--- config.mk ---
export PLATFORM = sky130hd
export DESIGN_NAME = textModeDisplay
export DESIGN_NICKNAME = d
export VERILOG_FILES = /design/src/logic/dispPkg.sv /design/src/logic/pixelSlotIf.sv /design/src/logic/cellLocator.sv /design/src/logic/glyphSampler.sv /design/src/logic/endpointColor.sv /design/src/logic/pixelComposer.sv /design/src/logic/textModeDisplay.sv
export VERILOG_INCLUDE_DIRS = /design/src /design/src/logic
export SDC_FILE = /design/constraint.sdc
export NUM_CORES = 1
export LEC_CHECK = 0
export ABC_AREA = 1
export BUFFER_PORTS_ARGS = -buffer_cell sky130_fd_sc_hd__buf_2
export CAP_MARGIN = 30
export CELL_PAD_IN_SITES_DETAIL_PLACEMENT = 0
export CELL_PAD_IN_SITES_GLOBAL_PLACEMENT = 1
export CORE_UTILIZATION = 43
export CTS_CLUSTER_DIAMETER = 40
export DETAILED_ROUTE_END_ITERATION = 10
export GPL_TIMING_DRIVEN = 0
export PLACE_DENSITY = 0.83
export SLEW_MARGIN = 20
export SYNTH_ARGS = -nofsm -noshare
export SYNTH_HDL_FRONTEND = slang
export SYNTH_SLANG_ARGS = --single-unit
export TNS_END_PERCENT = 20
--- constraint.sdc ---
create_clock -name clock -period 14.7 [get_ports clock]
set_input_delay 2.94 -clock clock [delete_from_list [all_inputs] [get_ports clock]]
set_output_delay 2.94 -clock clock [all_outputs]
set_load 0.01 [all_outputs]
--- src/logic/disp_settings.svh ---
`ifndef DISP_SETTINGS_SVH
`define DISP_SETTINGS_SVH

// pixel coordinates and memory-facing widths
`define POS_W 12
`define CELL_IX_W 14
`define CELL_W 32
`define FONT_W 64
`define GLYPH_W 16

// grid sizes, in cells
`define COLS_40 7'd40
`define COLS_50 7'd50
`define COLS_80 7'd80
`define COLS_100 7'd100
`define ROWS_25 7'd25
`define ROWS_50 7'd50

// largest grid is 100 x 50 cells
`define CELLS_MAX 14'd5000

// every pixel spends this many clocks in the pipeline
`define PIPE_DEPTH 5

`endif

--- src/logic/dispPkg.sv ---
`default_nettype none

`include "disp_settings.svh"

package dispPkg;

	typedef logic [`POS_W-1:0] posT; // pixel x or y
	typedef logic [`CELL_IX_W-1:0] cellIxT;
	typedef logic [`CELL_W-1:0] cellWordT;
	typedef logic [`FONT_W-1:0] fontBitsT; // one 8x8 glyph
	typedef logic [`GLYPH_W-1:0] glyphT;
	typedef logic [7:0] chan8T;

	// one colour endpoint, y on top
	typedef struct packed
	{
		logic [5:0] y;
		logic [4:0] v;
		logic [4:0] u;
	} yuv16T;

	// cell word bits 31..30
	typedef enum logic [1:0]
	{
		tagText = 2'd0,
		tagBitmap = 2'd1,
		tagYuv = 2'd2,
		tagColor = 2'd3
	} cellTagT;

	// cell word bits 29..28, other codes decode to black
	typedef enum logic [1:0]
	{
		form6 = 2'd0,
		form9 = 2'd2
	} clrFormT;

endpackage

`default_nettype wire

--- src/logic/pixelSlotIf.sv ---
`default_nettype none
`timescale 1ns/1ps

// per-pixel cell geometry, one entry per clock
interface pixelSlotIf;

	logic [5:0] glyphBit; // bit index into the 8x8 glyph
	logic [3:0] mapBit; // bit index into the 4x4 bitmap
	logic cursorHit;
	logic outside; // pixel lies off the cell grid
	logic [6:0] cellX;
	logic [6:0] cellY;

	modport locator (output glyphBit, mapBit, cursorHit, outside, cellX, cellY);

	modport sampler (input glyphBit, mapBit, outside);

	modport composer (input glyphBit, cursorHit, outside);

endinterface

`default_nettype wire

--- src/logic/cellLocator.sv ---
`default_nettype none
`timescale 1ns/1ps

`include "disp_settings.svh"

module cellLocator
(
	input wire logic clock,
	input wire logic rstN,
	input dispPkg::posT pixPosX,
	input dispPkg::posT pixPosY,
	input wire logic col80,
	input wire logic row50,
	input wire logic horz800,
	input wire logic [7:0] cursorX,
	input wire logic [7:0] cursorY,
	output dispPkg::cellIxT cellIx,
	pixelSlotIf.locator slot
);

	logic [6:0] cellX;
	logic [6:0] cellY;
	logic [6:0] numCols;
	logic [6:0] numRows;
	dispPkg::cellIxT cellIxNext;
	logic outsideNext;
	logic cursorNext;
	logic [2:0] glyphRow;
	logic [2:0] glyphCol;
	logic [1:0] mapRow;
	logic [1:0] mapCol;

	always_comb
	begin
		// 8-pixel cells in 80 col / 50 row modes, 16-pixel otherwise
		cellX = col80 ? pixPosX[9:3] : {1'b0, pixPosX[9:4]};
		cellY = row50 ? pixPosY[9:3] : {1'b0, pixPosY[9:4]};

		if (col80)
			numCols = horz800 ? `COLS_100 : `COLS_80;
		else
			numCols = horz800 ? `COLS_50 : `COLS_40;
		numRows = row50 ? `ROWS_50 : `ROWS_25;

		cellIxNext = {7'd0, cellY} * {7'd0, numCols} + {7'd0, cellX};

		outsideNext = (cellX >= numCols) || (cellY >= numRows) ||
			pixPosX[11] || pixPosY[11];
		cursorNext = ({1'b0, cellX} == cursorX) && ({1'b0, cellY} == cursorY);

		// glyph bit 63 is top left of the cell
		glyphRow = 3'd7 - (row50 ? pixPosY[2:0] : pixPosY[3:1]);
		glyphCol = 3'd7 - (col80 ? pixPosX[2:0] : pixPosX[3:1]);
		mapRow = 2'd3 - (row50 ? pixPosY[2:1] : pixPosY[3:2]);
		mapCol = 2'd3 - (col80 ? pixPosX[2:1] : pixPosX[3:2]);
	end

	always_ff @(posedge clock)
	begin
		if (!rstN)
		begin
			cellIx <= '0;
			slot.glyphBit <= '0;
			slot.mapBit <= '0;
			slot.cursorHit <= 1'b0;
			slot.outside <= 1'b1; // nothing valid yet
			slot.cellX <= '0;
			slot.cellY <= '0;
		end
		else
		begin
			cellIx <= cellIxNext; // goes straight to cell memory
			slot.glyphBit <= {glyphRow, glyphCol};
			slot.mapBit <= {mapRow, mapCol};
			slot.cursorHit <= cursorNext;
			slot.outside <= outsideNext;
			slot.cellX <= cellX;
			slot.cellY <= cellY;
		end
	end

	// in-grid pixels must address a real cell of the largest layout
	assert property (@(posedge clock) disable iff (!rstN)
		!slot.outside |-> (cellIx < `CELLS_MAX) && (slot.cellX < `COLS_100) &&
			(slot.cellY < `ROWS_50));

endmodule

`default_nettype wire

--- src/logic/glyphSampler.sv ---
`default_nettype none
`timescale 1ns/1ps

module glyphSampler
(
	input wire logic clock,
	input wire logic rstN,
	input dispPkg::cellWordT cellData,
	input dispPkg::fontBitsT fontData,
	input wire logic blinkSlow,
	input wire logic blinkFast,
	pixelSlotIf.sampler slot,
	output dispPkg::glyphT fontGlyph,
	output logic patternBit
);

	logic [2:0][5:0] glyphBitD; // slot copies at k+1, k+2, k+3
	logic [2:0][3:0] mapBitD;
	logic outsideD;
	dispPkg::cellTagT tag2;
	dispPkg::cellTagT tag3;
	logic [1:0] blink2; // {slow, fast}
	logic [1:0] blink3;
	logic [15:0] bitmap3;
	logic blinkNow;
	logic patNext;

	always_ff @(posedge clock)
	begin
		if (!rstN)
		begin
			glyphBitD <= '0;
			mapBitD <= '0;
			outsideD <= 1'b1;
			fontGlyph <= '0;
			tag2 <= dispPkg::tagText;
			tag3 <= dispPkg::tagText;
			blink2 <= 2'b00;
			blink3 <= 2'b00;
			patternBit <= 1'b0;
		end
		else
		begin
			glyphBitD <= {glyphBitD[1:0], slot.glyphBit};
			mapBitD <= {mapBitD[1:0], slot.mapBit};
			outsideD <= slot.outside;

			// off-grid pixels read as an empty text cell
			fontGlyph <= outsideD ? '0 : cellData[15:0];
			tag2 <= outsideD ? dispPkg::tagText : dispPkg::cellTagT'(cellData[31:30]);
			if (!outsideD && (cellData[31:30] == 2'b00))
				blink2 <= {cellData[15:14] == 2'b10, cellData[15:14] == 2'b01};
			else
				blink2 <= 2'b00;

			tag3 <= tag2;
			blink3 <= blink2;
			patternBit <= patNext; // lines up with font data of k+3
		end
	end

	always_ff @(posedge clock)
		bitmap3 <= fontGlyph; // bitmap cells carry pixels in the glyph field

	always_comb
	begin
		blinkNow = (blink3[0] && blinkFast) || (blink3[1] && blinkSlow);
		case (tag3)
			dispPkg::tagText: patNext = fontData[glyphBitD[2]] && !blinkNow;
			dispPkg::tagBitmap: patNext = bitmap3[mapBitD[2]];
			default: patNext = 1'b0;
		endcase
	end

	// font memory must never be addressed with an unknown glyph
	assert property (@(posedge clock) disable iff (!rstN)
		$past(rstN) |-> !$isunknown(fontGlyph));

endmodule

`default_nettype wire

--- src/logic/endpointColor.sv ---
`default_nettype none
`timescale 1ns/1ps

module endpointColor
(
	input wire logic clock,
	input wire logic rstN,
	input dispPkg::cellWordT cellData,
	output dispPkg::yuv16T clrFore,
	output dispPkg::yuv16T clrBack,
	output logic cellBlank
);

	logic [11:0] rgbA; // r:g:b, 4 bits each
	logic [11:0] rgbB;
	dispPkg::yuv16T yuvA;
	dispPkg::yuv16T yuvB;
	logic [1:0] blankD;

	// widen one endpoint to 4 bits per channel
	function automatic logic [11:0] widen(input dispPkg::clrFormT form,
		input logic [5:0] c6, input logic [8:0] c9);
		case (form)
			dispPkg::form6: widen = {c6[5:4], c6[5:4], c6[3:2], c6[3:2], c6[1:0], c6[1:0]};
			dispPkg::form9: widen = {c9[8:6], 1'b0, c9[5:3], 1'b0, c9[2:0], 1'b0};
			default: widen = 12'h000;
		endcase
	endfunction

	function automatic dispPkg::yuv16T toYuv(input logic [11:0] rgb);
		logic [3:0] r;
		logic [3:0] g;
		logic [3:0] b;
		r = rgb[11:8];
		g = rgb[7:4];
		b = rgb[3:0];
		toYuv.y = {1'b0, g, 1'b0} + {2'b00, r} + {2'b00, b};
		toYuv.v = 5'd16 + {1'b0, r} - {1'b0, g}; // wraps mod 32
		toYuv.u = 5'd16 + {1'b0, b} - {1'b0, g};
	endfunction

	always_ff @(posedge clock)
	begin
		rgbA <= widen(dispPkg::clrFormT'(cellData[29:28]), cellData[21:16], cellData[18:10]);
		rgbB <= widen(dispPkg::clrFormT'(cellData[29:28]), cellData[27:22], cellData[27:19]);
		yuvA <= toYuv(rgbA);
		yuvB <= toYuv(rgbB);
		clrFore <= yuvA; // aligned with patternBit
		clrBack <= yuvB;
	end

	always_ff @(posedge clock)
	begin
		if (!rstN)
		begin
			blankD <= 2'b11;
			cellBlank <= 1'b1;
		end
		else
		begin
			blankD <= {blankD[0], cellData[31]}; // yuv and colour cells
			cellBlank <= blankD[1];
		end
	end

endmodule

`default_nettype wire

--- src/logic/pixelComposer.sv ---
`default_nettype none
`timescale 1ns/1ps

module pixelComposer
(
	input wire logic clock,
	input wire logic rstN,
	input wire logic patternBit,
	input dispPkg::yuv16T clrFore,
	input dispPkg::yuv16T clrBack,
	input wire logic cellBlank,
	input wire logic blinkSlow,
	pixelSlotIf.composer slot,
	output dispPkg::chan8T pixY,
	output dispPkg::chan8T pixU,
	output dispPkg::chan8T pixV
);

	localparam dispPkg::chan8T blankY = 8'h00;
	localparam dispPkg::chan8T blankUv = 8'h80;

	logic [3:0][2:0] rowD; // glyph row, k+1 .. k+4
	logic [3:0] cursorD;
	logic [3:0] outsideD;
	logic useFore;
	logic blankNow;
	dispPkg::yuv16T clrSel;

	always_ff @(posedge clock)
	begin
		if (!rstN)
		begin
			rowD <= '0;
			cursorD <= '0;
			outsideD <= '1;
		end
		else
		begin
			rowD <= {rowD[2:0], slot.glyphBit[5:3]};
			cursorD <= {cursorD[2:0], slot.cursorHit};
			outsideD <= {outsideD[2:0], slot.outside};
		end
	end

	always_comb
	begin
		// cursor is an underline on glyph row 6, shown while slow blink is on
		useFore = patternBit || (cursorD[3] && blinkSlow && (rowD[3] == 3'd1));
		clrSel = useFore ? clrFore : clrBack;
		blankNow = outsideD[3] || cellBlank;
	end

	always_ff @(posedge clock)
	begin
		if (!rstN || blankNow)
		begin
			pixY <= blankY;
			pixU <= blankUv;
			pixV <= blankUv;
		end
		else
		begin
			pixY <= {clrSel.y, clrSel.y[5:4]}; // replicate top bits
			pixU <= {clrSel.u, clrSel.u[4:2]};
			pixV <= {clrSel.v, clrSel.v[4:2]};
		end
	end

	// pipeline still filling on the first clock out of reset
	assert property (@(posedge clock)
		$rose(rstN) |=> (pixY == blankY) && (pixU == blankUv) && (pixV == blankUv));

endmodule

`default_nettype wire

--- src/logic/textModeDisplay.sv ---
`default_nettype none
`timescale 1ns/1ps

module textModeDisplay
(
	input wire logic clock,
	input wire logic rstN,
	input dispPkg::posT pixPosX,
	input dispPkg::posT pixPosY,
	input wire logic col80,
	input wire logic row50,
	input wire logic horz800,
	input wire logic [7:0] cursorX,
	input wire logic [7:0] cursorY,
	input wire logic blinkSlow,
	input wire logic blinkFast,
	input dispPkg::cellWordT cellData, // word for last cycle's cellIx
	input dispPkg::fontBitsT fontData, // bits for last cycle's fontGlyph
	output dispPkg::cellIxT cellIx,
	output dispPkg::glyphT fontGlyph,
	output dispPkg::chan8T pixY,
	output dispPkg::chan8T pixU,
	output dispPkg::chan8T pixV
);

	pixelSlotIf slot ();

	dispPkg::yuv16T clrFore;
	dispPkg::yuv16T clrBack;
	logic cellBlank;
	logic patternBit;

	cellLocator i_locator
	(
		.clock(clock),
		.rstN(rstN),
		.pixPosX(pixPosX),
		.pixPosY(pixPosY),
		.col80(col80),
		.row50(row50),
		.horz800(horz800),
		.cursorX(cursorX),
		.cursorY(cursorY),
		.cellIx(cellIx),
		.slot(slot.locator)
	);

	// glyph path and colour path run side by side off the same cell word
	glyphSampler i_sampler
	(
		.clock(clock),
		.rstN(rstN),
		.cellData(cellData),
		.fontData(fontData),
		.blinkSlow(blinkSlow),
		.blinkFast(blinkFast),
		.slot(slot.sampler),
		.fontGlyph(fontGlyph),
		.patternBit(patternBit)
	);

	endpointColor i_color
	(
		.clock(clock),
		.rstN(rstN),
		.cellData(cellData),
		.clrFore(clrFore),
		.clrBack(clrBack),
		.cellBlank(cellBlank)
	);

	pixelComposer i_composer
	(
		.clock(clock),
		.rstN(rstN),
		.patternBit(patternBit),
		.clrFore(clrFore),
		.clrBack(clrBack),
		.cellBlank(cellBlank),
		.blinkSlow(blinkSlow),
		.slot(slot.composer),
		.pixY(pixY),
		.pixU(pixU),
		.pixV(pixV)
	);

endmodule

`default_nettype wire

==> impl_metrics.ini <==
[timing]
hold_ws_ns = 0.324
slew-limit-headroom = 0.441
setup_tns_ns = 0
fmax_ghz = 0.135
setup_viol = 0
tightest_slew_ns = 0.829
grt_setup_unrepaired = false
finalHoldViolCount = 0
setup_slack_ns = 7.30
skew_ns = 0.0203
fin_crit_ns = 7.40
post-route-period-util = 0.503
report.final.slew_viol_count = 0

[yosys]
synth_top_family_by_area = adder cells
synth-compound-area-share = 0.0852
muxShareOfSynthArea = 0
synth_xor_xnor_area_share = 0.0155
synth_area_per_cell_sq_um = 8.49
syn_area_sq_mm = 0.00905
synth_cells = 1066
synth.distinct_cells = 37
yosysWarningCount = 0
yosysSeqAreaShare = 0.445
synthSimpleGateAreaFrac = 0.176
synthAdderAreaFrac = 0.180
synthArstFlopShare = 0
ys_dominant_reg_cell = dfxtp_1
synth_seq_cells = 201
synth_edf_count = 0
synth_fp_nets = 1317

[routing]
first_iter_violations = 253
via_per_inst = 4.66
wire_per_inst_um = 13.5
drc = 0
vias = 7319
ant_nets = 0
drtPass1Iterations = 4
drt_wl_total_mm = 21.2

[floorplanning]
dieArea_sq_mm = 0.0216
die_width_um = 147
die-height_um = 147
ios = 197
initial_core_util = 0.443
core_area_sq_mm = 0.0204
row_count = 52

[critical_path]
crit_required_ns = 15.12
crit_cells = 19
path_max_fanout = 10
r2r-start = i_color.rgbB[1]
r2r_end = i_color.yuvB[13]
r2r_slack_ns = 12.90
ff2ff_path_depth = 5
cp-end-kind = register
critPathBufInv = 6
path_cells = buf_2 -> buf_4 -> buf_6 -> o21ai_0 -> inv_1 -> nor2_1 -> fa_1 -> fa_1 -> fa_1 -> inv_1 -> fa_1 -> inv_1 -> ha_1 -> nand2_1 -> o21ai_0 -> a21oi_1 -> o21ai_0 -> o21ai_0 -> a21oi_1
cp-endpoint = i_locator.cellIx[10]
crit_family = adder cells
slowest_stage = o21ai_0
crit_path_start = row50
path_class = primary input to register
worst_ep_arrival_time_ns = 7.82
max_stage_delay_ns = 0.63
cp-start-kind = primary input

[global_routing]
grt_remaining_overflow = 0
grt_pass1_wl_mm = 34.6
grt_start_max_net_pins = 14
grt_util_all_layers = 0.200
antenna_found_initial = 1
grt_pass1_vias = 7234

[clock_network]
cts_made_buffers = 24
clk_path_buf_depth = 3
cts-root-buf = clkbuf_16
clk_pin_slew_ns = 0.06
cts_setup_buffers = 0
cts_tree = built
postCtsResizedCells = 0
clk_latency_ns = 0.51
cts.htree.levels = 1
cts_hold_buf = 0
clock-sinks = 201

[placed_design]
hpwl_mm = 16.7
pre_cts_ws_ns = 6.87
port_buffers = 193
gp_congestion = 0.879

[power]
leakagePower_nw = 5.87
ir_worst_vdd_v = 0.0000818
power_w = 0.00143
powerDensity_mw_per_mm2 = 129

[flow_run]
cap_violations = 0

[cells_and_area]
area_growth_pct = 22.7
drive_gt1_frac = 0.212
num-nets-final = 1536

[outcome]
status = completed

[min_path]
min_path_type = register to register
==> registers in the layout, summed over array words and instances (netlist names), 12 cells and up <==
| name | flops |
|---|---|
| i_color.clrBack | 16 |
| i_locator.cellIx | 14 |
| i_color.rgbB | 12 |
| i_color.rgbA | 12 |
| i_composer.rowD | 12 |
| i_sampler.bitmap3 | 16 |
| i_color.yuvA | 16 |
| i_color.clrFore | 16 |
| i_color.yuvB | 16 |
| i_sampler.fontGlyph | 16 |
==> cell usage after synthesis (2+ instances only) <==
master     instances  area [sq um]
inv_1            174           653
o22ai_1           21           131
nand4_1            2          12.5
fa_1              37           741
o2111ai_1          3          26.3
dfxtp_1          201          4020
or2_2              7          43.8
o21ai_0           60           300
buf_6              4          45.0
o31ai_1            2          15.0
nor2_1           108           405
nand3_1           62           310
xor2_1             8          70.1
o21ai_1            4          20.0
a21oi_1           37           185
o221ai_1           2          17.5
a221oi_1           3          26.3
nand2_1          190           713
buf_2             10          50.1
o21ai_2            2          17.5
xnor2_1            8          70.1
ha_1              71           888
nor2_2             2          12.5
buf_4             10          75.1
clkbuf_1          14          52.6
nor3_1             9          45.0
inv_2              5          18.8
==> per-layer routing <==
metal,up-vias,global-route usage,wire length (um)
met1,3265,0.255,9610
li1,3781,-,-
met3,37,0.0286,1200
met2,236,0.347,9830
met4,0,0.0639,538
met5,-,0,0
==> how the worst min path moves through the flow <==
stage	startpoint	endpoint	slack, ns	depth (start not counted)
2_1_floorplan	i_color.yuvB[0]	i_color.clrBack[0]	0.31	0
3_3_place_gp	i_color.yuvA[14]	i_color.clrFore[14]	0.31	0
3_5_place_dp	i_color.yuvA[14]	i_color.clrFore[14]	0.31	0
4_1_cts	i_color.yuvA[14]	i_color.clrFore[14]	0.33	0
5_1_grt	i_color.yuvA[12]	i_color.clrFore[12]	0.33	0
6_report	i_color.yuvA[11]	i_color.clrFore[11]	0.32	0
==> power breakdown <==
| group | internal [W] | switching (W) | total, W |
|---|---|---|---|
| Clock | 0.000314 | 0.000227 | 0.000541 |
| Sequential | 0.000600 | 0.0000175 | 0.000617 |
| Combinational | 0.000110 | 0.000163 | 0.000273 |
| Total | 0.00102 | 0.000408 | 0.00143 |
==> cells by family (layout without fill, tap and decap cells) <==
logic type / after synthesis / in the layout
other: 0 / 1
flip-flops: 201 / 201
buffers and inverters: 217 / 452
adder cells (fa/ha/maj): 108 / 108
AO/OA/AOI/OAI: 138 / 138
XOR/XNOR: 16 / 16
AND/OR/NAND/NOR: 386 / 386
==> final cells by class <==
class                      instances  area [sq um]
multi-input combinational        648          4130
antenna                            1          2.50
buffer                            38           223
clock inverter                    14           111
sequential                       201          4020
clock buffer                      28           636
fill                            1930          9330
timing repair buffer             193           966
tap                              270           338
inverter                         179           672
==> placed cells by master, fill, tap and decap left out, drive strengths merged, types with 4 or more instances in the layout <==
master	instances
a21oi	37
inv	182
buf	217
clkinv	7
dfxtp	201
or2	8
ha	71
clkinvlp	4
fa	37
nand2	191
o21ai	66
nor3	10
clkbuf	42
nand3	62
xor2	8
o22ai	21
xnor2	8
nor2	110
==> per-stage QoR <==
step | cell area (sq um) | instances | utilization
floorplan | 9050 | 1066 | -
global placement | 10400 | 1529 | 0.507
detailed placement | 10400 | 1529 | 0.507
CTS | 11100 | 1571 | 0.543
global route | 11100 | 1572 | 0.543
finish | 11100 | 1572 | 0.543
(Power assumes the default switching activity.)
